$ cat src/rtl/board_pkg.sv
//******************************
// system board package
// widths, i/o map and the bus, select and port types
//******************************
package board_pkg;

   // widths
   localparam int IO_ADDR_W  = 10;
   localparam int DATA_W     = 8;
   localparam int PAGE_W     = 4;
   localparam int DMA_CH     = 4;
   localparam int PAGE_IDX_W = $clog2(DMA_CH);
   localparam int TIMER_W    = 16;
   localparam int PCLK_DIV   = 4;            // system clocks per timer tick
   localparam int PCLK_DIV_W = $clog2(PCLK_DIV);
   localparam logic [PCLK_DIV_W-1:0] PRE_LAST = PCLK_DIV_W'(PCLK_DIV - 1);

   // i/o map, block code is a7..a5
   localparam logic [2:0] BLK_TIMER = 3'd2;  // 0x40
   localparam logic [2:0] BLK_PPI   = 3'd3;  // 0x60
   localparam logic [2:0] BLK_PAGE  = 3'd4;  // 0x80
   localparam logic [2:0] BLK_NMI   = 3'd5;  // 0xa0

   localparam logic [1:0] OFS_TIMER2 = 2'd2;
   localparam logic [1:0] OFS_PORT_B = 2'd1;
   localparam logic [1:0] OFS_PORT_C = 2'd2;

   localparam logic [DATA_W-1:0] IDLE_READ = 8'hFF;  // floating bus

   typedef struct packed {
      logic                 cyc;
      logic                 stb;
      logic                 we;
      logic [IO_ADDR_W-1:0] adr;
      logic [DATA_W-1:0]    dat;
   } wb_req_t;

   typedef struct packed {
      logic              ack;
      logic [DATA_W-1:0] dat;
   } wb_rsp_t;

   // one-hot or zero
   typedef struct packed {
      logic timer;
      logic ppi;
      logic page;
      logic nmi;
   } io_sel_t;

   typedef struct packed {
      logic holda;
      logic aen;
      logic dma_aen;
   } dma_ctrl_t;

   // port b of the 8255, seen as a bus byte or as control bits
   typedef union packed {
      logic [DATA_W-1:0] raw;
      struct packed {
         logic [1:0] spare_hi;
         logic       io_chk_off;      // high disables the i/o check
         logic       parity_chk_off;  // high disables the parity check
         logic       spare_3;         // old cassette motor bit
         logic       spare_2;
         logic       spkr_data;
         logic       tim2_gate;
      } f;
   } port_b_u;

   typedef struct packed {
      logic       parity_chk;
      logic       io_chk;
      logic       tim2_out;
      logic [4:0] rsvd;
   } port_c_t;

endpackage

$ cat src/rtl/board_regs.sv
//******************************
// wishbone slave for the i/o registers
// port b/c, nmi mask, dma pages, timer reload
//******************************
`timescale 1ns/1ps

module board_regs (
   input  logic                                clk,
   input  logic                                reset_n,
   input  board_pkg::wb_req_t                  wb_req_i,
   output board_pkg::wb_rsp_t                  wb_rsp_o,
   input  board_pkg::io_sel_t                  sel_i,
   input  board_pkg::dma_ctrl_t                dma_i,
   input  logic [board_pkg::PAGE_IDX_W-1:0]    dma_chan_i,
   input  logic                                tim2_out_i,
   input  logic                                parity_chk_i,
   input  logic                                io_chk_i,
   output board_pkg::port_b_u                  port_b_o,
   output logic [board_pkg::TIMER_W-1:0]       reload_o,
   output logic                                reload_we_o,
   output logic                                nmi_allow_o,
   output logic [board_pkg::PAGE_W-1:0]        page_addr_o
);

   logic                               ack_q;
   logic [board_pkg::DATA_W-1:0]       rd_q;
   logic [board_pkg::DATA_W-1:0]       rd_data;
   logic [board_pkg::PAGE_IDX_W-1:0]   ofs;
   logic                               access;
   logic                               wr;
   logic                               wr_port_b;
   logic                               wr_page;
   logic                               wr_nmi;
   logic                               wr_timer;
   logic                               hi_ptr;  // next timer byte is the high one
   logic [board_pkg::DATA_W-1:0]       lo_byte;
   logic [board_pkg::PAGE_W-1:0]       page_q [board_pkg::DMA_CH];
   board_pkg::port_c_t                 port_c;

   assign ofs    = wb_req_i.adr[1:0];
   assign access = wb_req_i.cyc && wb_req_i.stb && !ack_q;  // ack rises next edge
   assign wr     = access && wb_req_i.we;

   assign wr_port_b = wr && sel_i.ppi && (ofs == board_pkg::OFS_PORT_B);
   assign wr_page   = wr && sel_i.page;
   assign wr_nmi    = wr && sel_i.nmi;
   assign wr_timer  = wr && sel_i.timer && (ofs == board_pkg::OFS_TIMER2);

   assign port_c = '{
      parity_chk: parity_chk_i,
      io_chk:     io_chk_i,
      tim2_out:   tim2_out_i,
      rsvd:       '0
   };

   always_comb begin
      rd_data = board_pkg::IDLE_READ;
      if (sel_i.ppi && (ofs == board_pkg::OFS_PORT_B)) begin
         rd_data = port_b_o.raw;
      end else if (sel_i.ppi && (ofs == board_pkg::OFS_PORT_C)) begin
         rd_data = port_c;
      end else if (sel_i.page) begin
         rd_data = {{(board_pkg::DATA_W - board_pkg::PAGE_W){1'b0}}, page_q[ofs]};
      end
   end

   always_ff @(posedge clk) begin
      if (!reset_n) begin
         ack_q       <= 1'b0;
         rd_q        <= '0;
         port_b_o    <= '0;
         page_q      <= '{default: '0};
         nmi_allow_o <= 1'b0;
         hi_ptr      <= 1'b0;
         lo_byte     <= '0;
         reload_o    <= '0;
         reload_we_o <= 1'b0;
      end else begin
         ack_q       <= access;
         reload_we_o <= 1'b0;
         if (access) begin
            rd_q <= rd_data;
         end
         if (wr_port_b) begin
            port_b_o.raw <= wb_req_i.dat;
         end
         if (wr_page) begin
            page_q[ofs] <= wb_req_i.dat[board_pkg::PAGE_W-1:0];
         end
         if (wr_nmi) begin
            nmi_allow_o <= wb_req_i.dat[7];
         end
         if (wr_timer) begin
            hi_ptr <= !hi_ptr;
            if (hi_ptr) begin
               reload_o    <= {wb_req_i.dat, lo_byte};
               reload_we_o <= 1'b1;  // restarts the timer
            end else begin
               lo_byte <= wb_req_i.dat;
            end
         end
      end
   end

   assign wb_rsp_o = '{ack: ack_q, dat: rd_q};

   // 74LS670 read side drives a19..a16 during the dma cycle
   assign page_addr_o = dma_i.dma_aen ? page_q[dma_chan_i] : '0;

endmodule

$ cat src/rtl/bus_arbiter.sv
//******************************
// hold/acknowledge sequencer
// holda, then aen, then dma_aen
//******************************
`timescale 1ns/1ps

module bus_arbiter (
   input  logic                 clk,
   input  logic                 reset_n,
   input  logic                 hrq_i,
   input  logic                 cpu_idle_i,
   output board_pkg::dma_ctrl_t dma_o
);

   typedef enum logic [2:0] {
      IDLE,
      SYNC,
      HOLD,
      ADDR_EN,
      DMA
   } arb_state_e;

   arb_state_e state;
   arb_state_e state_nxt;

   always_comb begin
      state_nxt = state;
      if (!hrq_i) begin
         state_nxt = IDLE;  // request gone, give the bus back now
      end else begin
         case (state)
            IDLE: begin
               if (cpu_idle_i) begin
                  state_nxt = SYNC;
               end
            end
            SYNC:    state_nxt = HOLD;     // idle sample taken
            HOLD:    state_nxt = ADDR_EN;
            ADDR_EN: state_nxt = DMA;
            DMA:     state_nxt = DMA;
            default: state_nxt = IDLE;
         endcase
      end
   end

   always_ff @(posedge clk) begin
      if (!reset_n) begin
         state <= IDLE;
      end else begin
         state <= state_nxt;
      end
   end

   // outputs decoded from the state register
   always_comb begin
      dma_o.holda   = (state == HOLD) || (state == ADDR_EN) || (state == DMA);
      dma_o.aen     = (state == ADDR_EN) || (state == DMA);
      dma_o.dma_aen = (state == DMA);
   end

endmodule

$ cat src/rtl/check_nmi.sv
//******************************
// parity and i/o channel check latches, masked nmi
//******************************
`timescale 1ns/1ps

module check_nmi (
   input  logic               clk,
   input  logic               reset_n,
   input  logic               parity_err_i,
   input  logic               io_ch_ck_n_i,
   input  board_pkg::port_b_u port_b_i,
   input  logic               nmi_allow_i,
   output logic               parity_chk_o,
   output logic               io_chk_o,
   output logic               nmi_o
);

   always_ff @(posedge clk) begin
      if (!reset_n) begin
         parity_chk_o <= 1'b0;
         io_chk_o     <= 1'b0;
         nmi_o        <= 1'b0;
      end else begin
         if (port_b_i.f.parity_chk_off) begin
            parity_chk_o <= 1'b0;  // held clear while disabled
         end else if (parity_err_i) begin
            parity_chk_o <= 1'b1;
         end

         if (port_b_i.f.io_chk_off) begin
            io_chk_o <= 1'b0;
         end else if (!io_ch_ck_n_i) begin
            io_chk_o <= 1'b1;
         end

         nmi_o <= nmi_allow_i && (parity_chk_o || io_chk_o);
      end
   end

endmodule

$ cat src/rtl/io_decode.sv
//******************************
// i/o block decode
// 74LS138 style select on a9..a5
//******************************
`timescale 1ns/1ps

module io_decode (
   input  logic [board_pkg::IO_ADDR_W-1:0] adr_i,
   input  board_pkg::dma_ctrl_t            dma_i,
   output board_pkg::io_sel_t              sel_o
);

   logic [2:0] blk;
   logic       enable;

   assign blk = adr_i[7:5];

   // a9 and a8 low, and the cpu owns the bus
   assign enable = (adr_i[9:8] == 2'b00) && !dma_i.aen;

   always_comb begin
      sel_o = '0;
      if (enable) begin
         case (blk)
            board_pkg::BLK_TIMER: sel_o.timer = 1'b1;
            board_pkg::BLK_PPI:   sel_o.ppi   = 1'b1;
            board_pkg::BLK_PAGE:  sel_o.page  = 1'b1;
            board_pkg::BLK_NMI:   sel_o.nmi   = 1'b1;
            default: begin
               sel_o = '0;  // dma, pic and unused blocks
            end
         endcase
      end
   end

endmodule

$ cat src/rtl/system_board.sv
//******************************
// system board i/o glue, top level
//******************************
`timescale 1ns/1ps

module system_board (
   input  logic                              clk,
   input  logic                              reset_n,
   input  board_pkg::wb_req_t                wb_req_i,
   output board_pkg::wb_rsp_t                wb_rsp_o,
   input  logic                              hrq_i,
   input  logic                              cpu_idle_i,
   input  logic [board_pkg::PAGE_IDX_W-1:0]  dma_chan_i,
   input  logic                              parity_err_i,
   input  logic                              io_ch_ck_n_i,
   output board_pkg::dma_ctrl_t              dma_o,
   output logic [board_pkg::PAGE_W-1:0]      page_addr_o,
   output logic                              spkr_o,
   output logic                              nmi_o
);

   board_pkg::io_sel_t              sel;
   board_pkg::port_b_u              port_b;
   logic [board_pkg::TIMER_W-1:0]   reload;
   logic                            reload_we;
   logic                            nmi_allow;
   logic                            tim2_out;
   logic                            parity_chk;
   logic                            io_chk;

   bus_arbiter u_arbiter (
      .clk        (clk),
      .reset_n    (reset_n),
      .hrq_i      (hrq_i),
      .cpu_idle_i (cpu_idle_i),
      .dma_o      (dma_o)
   );

   io_decode u_decode (
      .adr_i (wb_req_i.adr),
      .dma_i (dma_o),
      .sel_o (sel)
   );

   board_regs u_regs (
      .clk          (clk),
      .reset_n      (reset_n),
      .wb_req_i     (wb_req_i),
      .wb_rsp_o     (wb_rsp_o),
      .sel_i        (sel),
      .dma_i        (dma_o),
      .dma_chan_i   (dma_chan_i),
      .tim2_out_i   (tim2_out),
      .parity_chk_i (parity_chk),
      .io_chk_i     (io_chk),
      .port_b_o     (port_b),
      .reload_o     (reload),
      .reload_we_o  (reload_we),
      .nmi_allow_o  (nmi_allow),
      .page_addr_o  (page_addr_o)
   );

   tone_timer u_timer (
      .clk         (clk),
      .reset_n     (reset_n),
      .reload_i    (reload),
      .reload_we_i (reload_we),
      .port_b_i    (port_b),
      .tim2_out_o  (tim2_out),
      .spkr_o      (spkr_o)
   );

   check_nmi u_check (
      .clk          (clk),
      .reset_n      (reset_n),
      .parity_err_i (parity_err_i),
      .io_ch_ck_n_i (io_ch_ck_n_i),
      .port_b_i     (port_b),
      .nmi_allow_i  (nmi_allow),
      .parity_chk_o (parity_chk),
      .io_chk_o     (io_chk),
      .nmi_o        (nmi_o)
   );

endmodule

$ cat src/rtl/tone_timer.sv
//******************************
// speaker tone timer
// pclk prescaler and 8253 ch2 style square wave
//******************************
`timescale 1ns/1ps

module tone_timer (
   input  logic                           clk,
   input  logic                           reset_n,
   input  logic [board_pkg::TIMER_W-1:0]  reload_i,
   input  logic                           reload_we_i,
   input  board_pkg::port_b_u             port_b_i,
   output logic                           tim2_out_o,
   output logic                           spkr_o
);

   logic [board_pkg::PCLK_DIV_W-1:0] pre_cnt;
   logic                             tick;
   logic [board_pkg::TIMER_W-1:0]    count;
   logic                             hold_load;  // gate low or no count written

   assign tick      = (pre_cnt == board_pkg::PRE_LAST);
   assign hold_load = !port_b_i.f.tim2_gate || (reload_i == '0);

   // free running from reset, reload writes leave it alone
   always_ff @(posedge clk) begin
      if (!reset_n) begin
         pre_cnt <= '0;
      end else if (tick) begin
         pre_cnt <= '0;
      end else begin
         pre_cnt <= pre_cnt + 1'b1;
      end
   end

   always_ff @(posedge clk) begin
      if (!reset_n) begin
         count      <= '0;
         tim2_out_o <= 1'b1;
      end else if (hold_load) begin
         count      <= reload_i;
         tim2_out_o <= 1'b1;
      end else if (reload_we_i) begin
         count <= reload_i;  // new count, restart
      end else if (tick) begin
         if (count[board_pkg::TIMER_W-1:1] == '0) begin
            // would hit zero, half period done
            tim2_out_o <= !tim2_out_o;
            count      <= reload_i;
         end else begin
            count <= count - 1'b1;
         end
      end
   end

   // speaker data masks the tone
   always_ff @(posedge clk) begin
      if (!reset_n) begin
         spkr_o <= 1'b0;
      end else begin
         spkr_o <= tim2_out_o && port_b_i.f.spkr_data;
      end
   end

endmodule

$ cat config.mk
export PLATFORM = sky130hd
export DESIGN_NAME = system_board
export DESIGN_NICKNAME = d
export VERILOG_FILES = /design/src/rtl/board_pkg.sv /design/src/rtl/board_regs.sv /design/src/rtl/bus_arbiter.sv /design/src/rtl/check_nmi.sv /design/src/rtl/io_decode.sv /design/src/rtl/system_board.sv /design/src/rtl/tone_timer.sv
export SDC_FILE = /design/constraint.sdc
export NUM_CORES = 1
export LEC_CHECK = 0
export BUFFER_PORTS_ARGS = -buffer_cell sky130_fd_sc_hd__buf_2
export CORE_MARGIN = 5
export CORE_UTILIZATION = 43
export CTS_BUF_LIST = sky130_fd_sc_hd__clkbuf_4 sky130_fd_sc_hd__clkbuf_8 sky130_fd_sc_hd__clkbuf_16
export DETAILED_ROUTE_END_ITERATION = 8
export MAX_ROUTING_LAYER = met4
export PLACE_DENSITY = 0.74
export SLEW_MARGIN = 40
export SYNTH_ARGS = -nofsm -noshare
export SYNTH_HDL_FRONTEND = slang
export SYNTH_SLANG_ARGS = --single-unit
$ cat constraint.sdc
create_clock -name clk -period 2.5 [get_ports clk]
set_clock_uncertainty 0.15 [all_clocks]
set_input_delay 0.375 -clock clk [delete_from_list [all_inputs] [get_ports clk]]
set_output_delay 0.375 -clock clk [all_outputs]
set_load 0.01 [all_outputs]
==> key figures, run 1 <==
Power and ir drop
  – Leakage: about 1.9 nW
  – Total power: 2.524 mW
  – Peak VDD IR: 342.5 uV
  – Power Density: ~560 nW/um^2

STA
  – Setup Viol. Count Final: 0
  – Period utilization: 98.52%
  – Hold WS: ~47 ps
  – Final Hold Violating Endpoints: 0
  – Tightest Pin Transition: 728.1 ps
  – Slew Limit Fails: 0
  – Achievable Freq: 406.0 MHz
  – Rel. slew slack: between 50 and 60%
  – Tmin final: 2463 ps

Clock tree
  – CTS Root Cell: clkbuf_8
  – CTS sink count: 86
  – Clk buf depth: 2
  – Clock-pin slew on the worst setup and hold paths: about 90 ps
  – H-tree depth: 3
  – Num CTS Buffers: 9
  – Clk Latency, worst-skew pair: 350 ps
  – CTS tree: yes

Logic synthesis
  – Ys async rst share: 0%
  – Post-synthesis sequential area ratio: 44.10%
  – Primary FF master, synth: dfxtp_1
  – Yosys top cell area share: 44.10%
  – Top post-synthesis cells by area: dfxtp_1 44%, mux2i_1 6.4%, mux4_2 4.6%
  – Mean post-synth cell area: approximately 9.4 um^2
  – Synthesis-stage register bit count: 86
  – Post-Synthesis Cells: 417
  – Area of the mapped netlist: 3904 um^2
  – Synth unique cells: 56
  – Synth warn: 0
  – Largest area contributor in the netlist: dfxtp_1
  – Post-synth EDFFs: 0
  – Mapped Nets: 448

Detailed routing
  – Vias per cell: 5.906
  – Routed wire length: 9710 um
  – ANT nets after route: 0
  – 1st-pass router iterations: 5
  – Residual DRC: 0
  – WL/cell: roughly 17 um
  – Initial DRC Count: 161
  – Via count: 3390

Worst setup path
  – Startpoint types: flop
  – Worst setup EP type: flop
  – Req. time, crit path: 2640 ps
  – CP Class: flop to flop
  – CP Max Fanout: 5
  – Worst path arrival time: 2600 ps
  – R2r setup slk: about 37 ps

Placed design
  – Placed cells: 557
  – Placer's final routability congestion estimate: 0.9102
  – PortBufs: 43
  – DP HPWL: 6983 um
  – Placed Area: 4264 um^2

Die
  – Core area: 8806 um^2
  – Die Area: 11080 um^2
  – Top-level I/O count: 47
  – Row cnt: 34
  – Starting Density: 44.33%
  – Die width: 105.3 um
  – Die height: about 110 um

Layout
  – Fill cells: 808
  – Area of the multi-input gates: 2078 um^2
  – Finished Core Util: 51.21%
  – Non-Filler Instances: 574
  – Commonest non-fill, non-tap cell in the layout: dfxtp_1
  – Layout Nets: just under 500
  – Register Area: between 1500 and 2000 um^2
  – Share of cells above drive strength 1: 21.89%
  – Most frequent cells in the layout: 84 x dfxtp_1, 43 x buf_2, 38 x nand2_1
  – Final Cell Area: 4509 um^2
  – N_diodes: 0
  – Synthesis-to-layout area growth: 15.51%

Global routing
  – Remaining Overflow, GRT: 0
  – Number of global-route vias before repair: 3295
  – Largest net degree at the start of global routing: 51
  – First-pass GRT wire length: 16420 um
  – Antenna violations before repair: 0
  – GRT Total Usage: between 10% and 20%

Status
  – Status: finished, final reports clean

Min path
  – Worst min path class: input port to flop

Job
  – Max-cap violation count: 0
==> metal layers <==
| metal | share of wire, % | up-vias | GRT usage (%) |
|---|---|---|---|
| li1 | - | 1650 | - |
| met5 | 0 | - | - |
| met3 | 4.8 | 19 | 4.034 |
| met4 | 1.8 | 0 | 6.279 |
| met2 | 48 | 107 | 28.87 |
| met1 | 45 | 1614 | 24.13 |
==> worst max-delay path, cell delays in order, from the launching register on <==
cell and delay [ps]:
dfxtp_2 340, or4_4 570, o41ai_4 500, nor2_2 120, or4_4 550, a31oi_4 170
==> state kept, by name (all words and copies together), names as in the netlist <==
name / count
u_timer.count: 16
u_check.io_chk_o: 1
u_regs.reload_o: 16
u_arbiter.state: 3
u_regs.page_q: 16
u_regs.rd_q: 8
u_timer.spkr_o: 1
u_regs.hi_ptr: 1
u_timer.pre_cnt: 2
u_regs.nmi_allow_o: 1
u_check.parity_chk_o: 1
u_regs.ack_q: 1
u_check.nmi_o: 1
u_regs.lo_byte: 8
u_timer.tim2_out_o: 1
u_regs.port_b_o: 8
u_regs.reload_we_o: 1
==> report_power, final <==
part	switching (mW)	internal (mW)	leakage, nW
logic	0.0956	0.0574	1.09
clock network	0.488	0.485	0.102
registers	0.0114	1.39	0.697
total	0.595	1.93	1.89
==> cells in the mapped netlist, types with 2 or more instances <==
| cell type | number |
|---|---|
| a211oi_1 | 5 |
| a21boi_0 | 2 |
| a21oi_1 | 15 |
| a221o_1 | 2 |
| a22o_1 | 17 |
| a22oi_1 | 7 |
| a31oi_1 | 6 |
| and2_1 | 9 |
| and3_1 | 4 |
| and3b_1 | 2 |
| buf_2 | 4 |
| clkbuf_1 | 20 |
| dfxtp_1 | 86 |
| ha_1 | 2 |
| inv_1 | 10 |
| mux2i_1 | 25 |
| mux4_2 | 8 |
| nand2_1 | 38 |
| nand2b_1 | 2 |
| nand3_1 | 21 |
| nand4_1 | 4 |
| nand4b_1 | 2 |
| nor2_1 | 24 |
| nor2_2 | 2 |
| nor2b_1 | 6 |
| nor3_1 | 10 |
| nor4_1 | 5 |
| nor4_2 | 2 |
| nor4b_1 | 2 |
| o211a_1 | 2 |
| o211ai_1 | 3 |
| o21ai_0 | 30 |
| o2bb2ai_1 | 7 |
| or2_2 | 2 |
| or4_1 | 8 |
| or4_4 | 2 |
| xnor2_1 | 2 |
==> metrics by stage <==
step                setup WS [ps]  setup TNS [ps]
finish                      37.01               0
floorplan                   225.3               0
detailed placement          14.08               0
global route               -11.55          -11.55
CTS                         10.05               0
global placement            55.27               0
==> final timing paths <==
path                                         start                            end  depth (start not counted)
hold reg to reg      u_timer.pre_cnt[0]$_SDFF_PP0_  u_timer.pre_cnt[0]$_SDFF_PP0_                          1
setup reg to reg  u_regs.reload_o[13]$_SDFFE_PN0P_  u_timer.count[5]$_SDFFE_PN0P_                          5
setup / recovery  u_regs.reload_o[13]$_SDFFE_PN0P_  u_timer.count[5]$_SDFFE_PN0P_                          5
hold / removal                        io_ch_ck_n_i  u_check.io_chk_o$_SDFFE_PP0N_                          2
==> kinds of logic (layout without fill, tap and decap cells) <==
group	count (synthesis)	count (layout)	synth area share [%]
flops	86	86	44.10
simple gates	152	152	21.06
fa+ha+maj	2	2	0.6409
mux	33	33	11.03
xor+xnor	3	3	0.6732
buf+inv	36	85	3.686
compound gates	105	105	18.81
==> area by class of cell <==
type,count,share of cell area (%)
clock inverters,6,1.360
well taps,108,2.997
repair buffers,59,7.436
flip-flops and latches,86,38.24
inverters,10,0.8324
clock buffers,10,3.052
multi-input cells,295,46.09
==> what timing repair did <==
| action | CTS | global route |
|---|---|---|
| setup buffers | 0 | 1 |
| gates resized for setup | 0 | 9 |
| hold buffers | 0 | 0 |
| endpoints found under the setup margin | 0 | 11 |
No activity file was read; power rests on OpenSTA's default activity.
==> run 2: changes to the inputs <==
CORE_MARGIN = unset   (was 5)
RECOVER_POWER = 50   (was unset)
==> run 2 against run 1 <==
  * Utilization down 0.71 points
  * Clock power down 2%
  * Die area down 15%
  * Non-clock buffer count unchanged
  * Global-route usage up 2.6 points
  * Via count down 0.18%
  * Cell area down 1.9%
  * Wire length down 2.6%
  * Fmax up 2.0%
  * Clock-buffer cell count down 1
  * Critical endpoint unchanged
  * Largest power group unchanged
==> key figures, run 2 (synthesis results as in run 1) <==
Clock tree
  – CTS Hold Bufs: 0 (unchanged)
  – Num CTS Buffers: 9 (unchanged)
  – H-tree depth: 3 (unchanged)
  – Clock-pin slew on the worst setup and hold paths: 90 ps (about the same)
  – Clk buf depth: 2 (unchanged)
  – CTS tree: yes
  – CTS sink count: 86 (unchanged)
  – CTS Root Cell: clkbuf_8
  – Clk Latency, worst-skew pair: 360 ps (about the same)

Worst setup path
  – Req. time, crit path: 2620 ps (-20 ps)
  – CP Class: flop to flop
  – Worst path arrival time: 2540 ps (-60 ps)
  – R2r setup slk: 90 ps (+50 ps)
  – Worst setup EP type: flop
  – R2R depth: 5 (unchanged)
  – CP Max Fanout: 4 (-1)
  – Startpoint types: flop
  – R2r startpoint: u_regs.reload_o[0]$_SDFFE_PN0P_
  – FF-to-FF End: u_timer.count[5]$_SDFFE_PN0P_

Die
  – Row cnt: 34 (unchanged)
  – Die Area: 9463 um^2 (-15%)
  – Die width: 97.28 um (-7.6%)
  – Top-level I/O count: 47 (unchanged)
  – Die height: 97.28 um (-7.6%)
  – Core area: 8763 um^2 (-0.48%)
  – Starting Density: 44.55% (+0.22 points)

Layout
  – Register Area: 1722 um^2 (-0.14%)
  – Area of the multi-input gates: 2043 um^2 (-1.7%)
  – Fill cells: 840 (+4.0%)
  – Finished Core Util: 50.50% (-0.71 points)
  – Final Cell Area: 4425 um^2 (-1.9%)
  – N_diodes: 0 (unchanged)
  – Share of cells above drive strength 1: 16.74% (-5.2 points)
  – Layout Nets: 492 (unchanged)
  – Most frequent cells in the layout: 86 x dfxtp_1, 38 x nand2_1, 31 x buf_2
  – Commonest non-fill, non-tap cell in the layout: dfxtp_1
  – Regs by FF count: u_regs.page_q (16), u_regs.reload_o (16), u_timer.count (16)
  – Synthesis-to-layout area growth: 13.37%

Min path
  – Hold Path Origin: io_ch_ck_n_i
  – Worst hold path depth: 2 (unchanged)
  – Worst min path class: input port to flop
  – Hold Path End: u_check.io_chk_o$_SDFFE_PP0N_

STA
  – Tightest Pin Transition: 1176 ps (+447.8 ps)
  – Final Hold Violating Endpoints: 0 (unchanged)
  – Rel. slew slack: 21.60% (-30 points)
  – RSZ-0062 raised after global routing: no
  – Slew Limit Fails: 0 (unchanged)
  – Tmin final: 2414 ps (-48.56 ps)
  – Setup Viol. Count Final: 0 (unchanged)
  – Fin Setup TNS: 0 ps (unchanged)
  – Hold WS: 43.11 ps (-3.615 ps)
  – Period utilization: 96.58% (-1.9 points)
  – Achievable Freq: 414.2 MHz (+2.0%)

Detailed routing
  – Residual DRC: 0 (unchanged)
  – WL/cell: 16.48 um (-2.6%)
  – Initial DRC Count: 194 (+20%)
  – ANT nets after route: 0 (unchanged)
  – Routed wire length: 9457 um (-2.6%)
  – 1st-pass router iterations: 5 (unchanged)
  – Vias per cell: 5.895 (-0.18%)
  – Via count: 3384 (-0.18%)

Global routing
  – Number of global-route vias before repair: 3158 (-4.2%)
  – Antenna violations before repair: 0 (unchanged)
  – GRT Total Usage: 21.21% (+2.6 points)
  – First-pass GRT wire length: 15590 um (-5.0%)
  – Remaining Overflow, GRT: 0 (unchanged)
  – Largest net degree at the start of global routing: 51 (unchanged)

Placed design
  – Placed Area: 4272 um^2 (+0.18%)
  – DP HPWL: 6769 um (-3.1%)
  – PortBufs: 43 (unchanged)
  – Placer's final routability congestion estimate: 0.8587 (-5.7%)

Power and ir drop
  – Power Density: 564.9 nW/um^2 (+0.91%)
  – Total power: 2.500 mW (-0.96%)
  – Leakage: 1.811 nW (-4.2%)
  – Peak VDD IR: 249.6 uV (-27%)

Status
  – Status: finished, final reports clean

Job
  – Max-cap violation count: 0 (unchanged)
## run 2: changes by cell type in the layout (fill, tap and decap cells not counted), sizes merged
cell	delta
clkbuf	+17
clkinvlp	+1
buf	-18
## run 2: repair_timing
action | in CTS | in global routing
endpoints found under the setup margin | 0 | 3
setup buffers | 0 | 0
gates resized for setup | 0 | 2
## run 2: routing by layer
layer	vias up	part of all wire (%)	GRT usage, %
met2	97	48	34.45
li1	1644	-	-
met3	11	5.0	4.317
met4	0	1.3	6.561
met5	-	0	-
met1	1632	46	26.68
## run 2: critical path: stages, from the launching register on
cell and delay, ps:
dfxtp_1 350, or4_4 580, o41ai_4 450, nor2_2 100, or4_1 510, a31oi_1 200
## run 2: stage by stage
step | setup slack [ps] | instances
floorplan | 225.3 | 417
global placement | 96.63 | 558
detailed placement | 143.5 | 558
CTS | 98.43 | 574
global route | 18.29 | 574
finish | 85.57 | 574
## run 2: cell type report
| cell class | instances | area share (%) |
|---|---|---|
| sequential | 86 | 38.90 |
| inverter | 10 | 0.8482 |
| tap | 108 | 3.053 |
| clock buffer | 9 | 2.799 |
| clock inverter | 7 | 1.470 |
| timing repair buffer | 59 | 6.757 |
| multi-input combinational | 295 | 46.17 |
## run 2: how the worst max path moves through the flow
stage	start	slack, ps	cells past startpoint	endpoint
global route	u_regs.reload_o[8]$_SDFFE_PN0P_	20	5	u_timer.count[5]$_SDFFE_PN0P_
floorplan	u_regs.reload_o[0]$_SDFFE_PN0P_	230	6	u_timer.count[7]$_SDFFE_PN0P_
CTS	u_regs.reload_o[8]$_SDFFE_PN0P_	100	6	u_timer.count[7]$_SDFFE_PN0P_
finish	u_regs.reload_o[0]$_SDFFE_PN0P_	90	5	u_timer.count[5]$_SDFFE_PN0P_
detailed placement	u_regs.reload_o[8]$_SDFFE_PN0P_	140	6	u_timer.count[9]$_SDFFE_PN0P_
global placement	u_arbiter.state[2]$_SDFFE_PN0P_	100	5	u_regs.reload_o[9]$_SDFFE_PN0P_
## run 2: power breakdown
part	internal [mW]	leakage, nW	switching, mW
sequential	1.39	0.696	0.0111
combinational	0.0518	1.02	0.0947
clock	0.454	0.0948	0.502
total	1.89	1.81	0.607
==> run 3: changes to the inputs <==
CORE_ASPECT_RATIO = 1.4   (was unset)
PLACE_DENSITY = 0.6   (was 0.74)
==> run 3 against run 2 <==
  * Non-clock buffer count increased by 6
  * Sequential share of layout area decreased by 1.3 points
  * Wire length increased by 7.0%
  * Via count decreased by 0.27%
  * Die area about the same
  * Clock power increased by 38%
  * Combinational power increased by 3%
  * Critical endpoint is now u_timer.count[7]$_SDFFE_PN0P_
==> key figures, run 3 (synthesis results as in run 1) <==
Layout
  – Layout Nets: 498 (+1.2%)
  – Share of cells above drive strength 1: 17.41% (+0.67 points)
  – Commonest non-fill, non-tap cell in the layout: dfxtp_1
  – Synthesis-to-layout area growth: 17.15%
  – Finished Core Util: 52.51% (+2.0 points)
  – N_diodes: 0 (unchanged)
  – Regs by FF count: u_regs.page_q (16), u_regs.reload_o (16), u_timer.count (16)
  – Most frequent cells in the layout: 86 x dfxtp_1, 38 x nand2_1, 30 x o21ai_0

Power and ir drop
  – Power Density: 628.6 nW/um^2 (+11%)
  – Peak VDD IR: 452.9 uV (+81%)
  – Leakage: 1.892 nW (+4.5%)

Die
  – Row cnt: 40 (+18%)
  – Top-level I/O count: 47 (unchanged)
  – Starting Density: 44.83% (+0.28 points)
  – Die height: 114.7 um (+18%)
  – Die Area: 9469 um^2 (about the same)
  – Die width: 82.53 um (-15%)
  – Core area: 8708 um^2 (-0.63%)

Global routing
  – Remaining Overflow, GRT: 0 (unchanged)
  – Antenna violations before repair: 0 (unchanged)
  – Largest net degree at the start of global routing: 51 (unchanged)
  – Number of global-route vias before repair: 3320 (+5.1%)
  – GRT Total Usage: 24.36% (+3.1 points)
  – First-pass GRT wire length: 16580 um (+6.4%)

Detailed routing
  – Initial DRC Count: 188 (-3.1%)
  – ANT nets after route: 0 (unchanged)
  – WL/cell: 17.57 um (+6.6%)
  – Routed wire length: 10120 um (+7.0%)
  – Residual DRC: 0 (unchanged)
  – 1st-pass router iterations: 4 (-1)
  – Vias per cell: 5.859 (-0.61%)
  – Via count: 3375 (-0.27%)

Status
  – Status: finished, final reports clean

Placed design
  – Placer's final routability congestion estimate: 0.8774 (+2.2%)
  – DP HPWL: 7503 um (+11%)
  – PortBufs: 43 (unchanged)

Worst setup path
  – Number of cells on the critical path: 5 (unchanged)
  – R2r startpoint: u_regs.reload_o[0]$_SDFFE_PN0P_
  – Req. time, crit path: 2580 ps (-40 ps)
  – CP Capture Point: u_timer.count[7]$_SDFFE_PN0P_
  – R2R depth: 5 (unchanged)
  – Delay-heaviest family, CP: simple AND/OR/NAND/NOR gates
  – FF-to-FF End: u_timer.count[7]$_SDFFE_PN0P_
  – Crit path cell chain: or4_4 -> or4_1 -> nand3_1 -> a211oi_1 -> a221o_1
  – Worst setup EP type: flop
  – Worst path arrival time: 2440 ps (-100 ps)
  – CP Class: flop to flop
  – Slowest-stage cell, CP: or4_1
  – CP peak stage delay: 590 ps (about the same)
  – R2r setup slk: 140 ps (+60 ps)
  – CP Max Fanout: 5 (+1)
  – WP buf/inv: 0 (unchanged)
  – CP startpoint: u_regs.reload_o[0]$_SDFFE_PN0P_
  – Startpoint types: flop

STA
  – Slew Limit Fails: 0 (unchanged)
  – RSZ-0062 raised after global routing: no
  – Tmin final: 2359 ps (-55.38 ps)
  – Fin Setup TNS: 0 ps (unchanged)
  – Achievable Freq: 423.9 MHz (+2.3%)
  – Final Hold Violating Endpoints: 0 (unchanged)
  – Hold WS: 92.05 ps (+48.94 ps)
  – Setup Viol. Count Final: 0 (unchanged)
  – Rel. slew slack: 20.24% (-1.4 points)
  – Tightest Pin Transition: 1196 ps (+20.42 ps)
  – Period utilization: 94.36% (-2.2 points)

Clock tree
  – Clock-pin slew on the worst setup and hold paths: 60 ps (-30 ps)
  – CTS sink count: 86 (unchanged)
  – CTS Root Cell: clkbuf_16
  – CTS tree: yes
  – CTS Hold Bufs: 0 (unchanged)
  – Post-cts resize count: 0 (unchanged)
  – H-tree depth: 3 (unchanged)
  – Clk buf depth: 2 (unchanged)
  – Post-CTS Setup Bufs: 0 (unchanged)
  – Clk Latency, worst-skew pair: 340 ps (-20 ps)
  – Num CTS Buffers: 9 (unchanged)

Min path
  – Worst min path class: input port to flop

Job
  – Max-cap violation count: 0 (unchanged)
[run 3: area by class of cell]
class | instances | area [um^2]
clock inverter | 4 | 47.55
tap | 105 | 131.4
fill | 821 | 4135
multi-input combinational | 295 | 2042
sequential | 86 | 1722
clock buffer | 11 | 246.5
timing repair buffer | 65 | 346.6
inverter | 10 | 37.54
[run 3: report_power, final]
group / internal (mW) / switching [mW] / total (mW)
Sequential: 1.39 / 0.00975 / 1.40
Clock: 0.803 / 0.522 / 1.32
Combinational: 0.0548 / 0.0971 / 0.152
Total: 2.25 / 0.628 / 2.87
[run 3: worst reg2reg max path: stages, from the launching register on]
cell	delay, ps
dfxtp_1	330
or4_4	580
or4_1	590
nand3_1	240
a211oi_1	110
a221o_1	270
[run 3: stage by stage]
stage | total power, mW | instance area [um^2] | setup WS (ps) | std cells
finish | 2.875 | 4573 | 141.0 | 576
global route | 2.981 | 4573 | 28.29 | 576
CTS | 2.903 | 4607 | 151.6 | 576
detailed placement | 1.585 | 4313 | 165.2 | 561
global placement | 1.582 | 4309 | 129.2 | 561
floorplan | 1.512 | 3904 | 225.3 | 417
[run 3: per-layer routing]
metal	vias up	global-route usage (%)	share of wire, %
li1	1661	-	-
met1	1616	26.20	40
met2	78	43.20	54
met3	20	4.603	3.3
met4	0	9.425	2.6
met5	-	-	0
[run 3: worst min path at each step]
stage,slack [ps],start,cells past startpoint,end
global route,90,io_ch_ck_n_i,2,u_check.io_chk_o$_SDFFE_PP0N_
floorplan,240,u_regs.port_b_o[0]$_SDFFE_PN0P_,1,u_timer.tim2_out_o$_SDFFE_PP1P_
detailed placement,280,u_timer.pre_cnt[0]$_SDFF_PP0_,1,u_timer.pre_cnt[0]$_SDFF_PP0_
finish,90,io_ch_ck_n_i,2,u_check.io_chk_o$_SDFFE_PP0N_
global placement,270,u_timer.pre_cnt[0]$_SDFF_PP0_,1,u_timer.pre_cnt[0]$_SDFF_PP0_
CTS,80,io_ch_ck_n_i,2,u_check.io_chk_o$_SDFFE_PP0N_
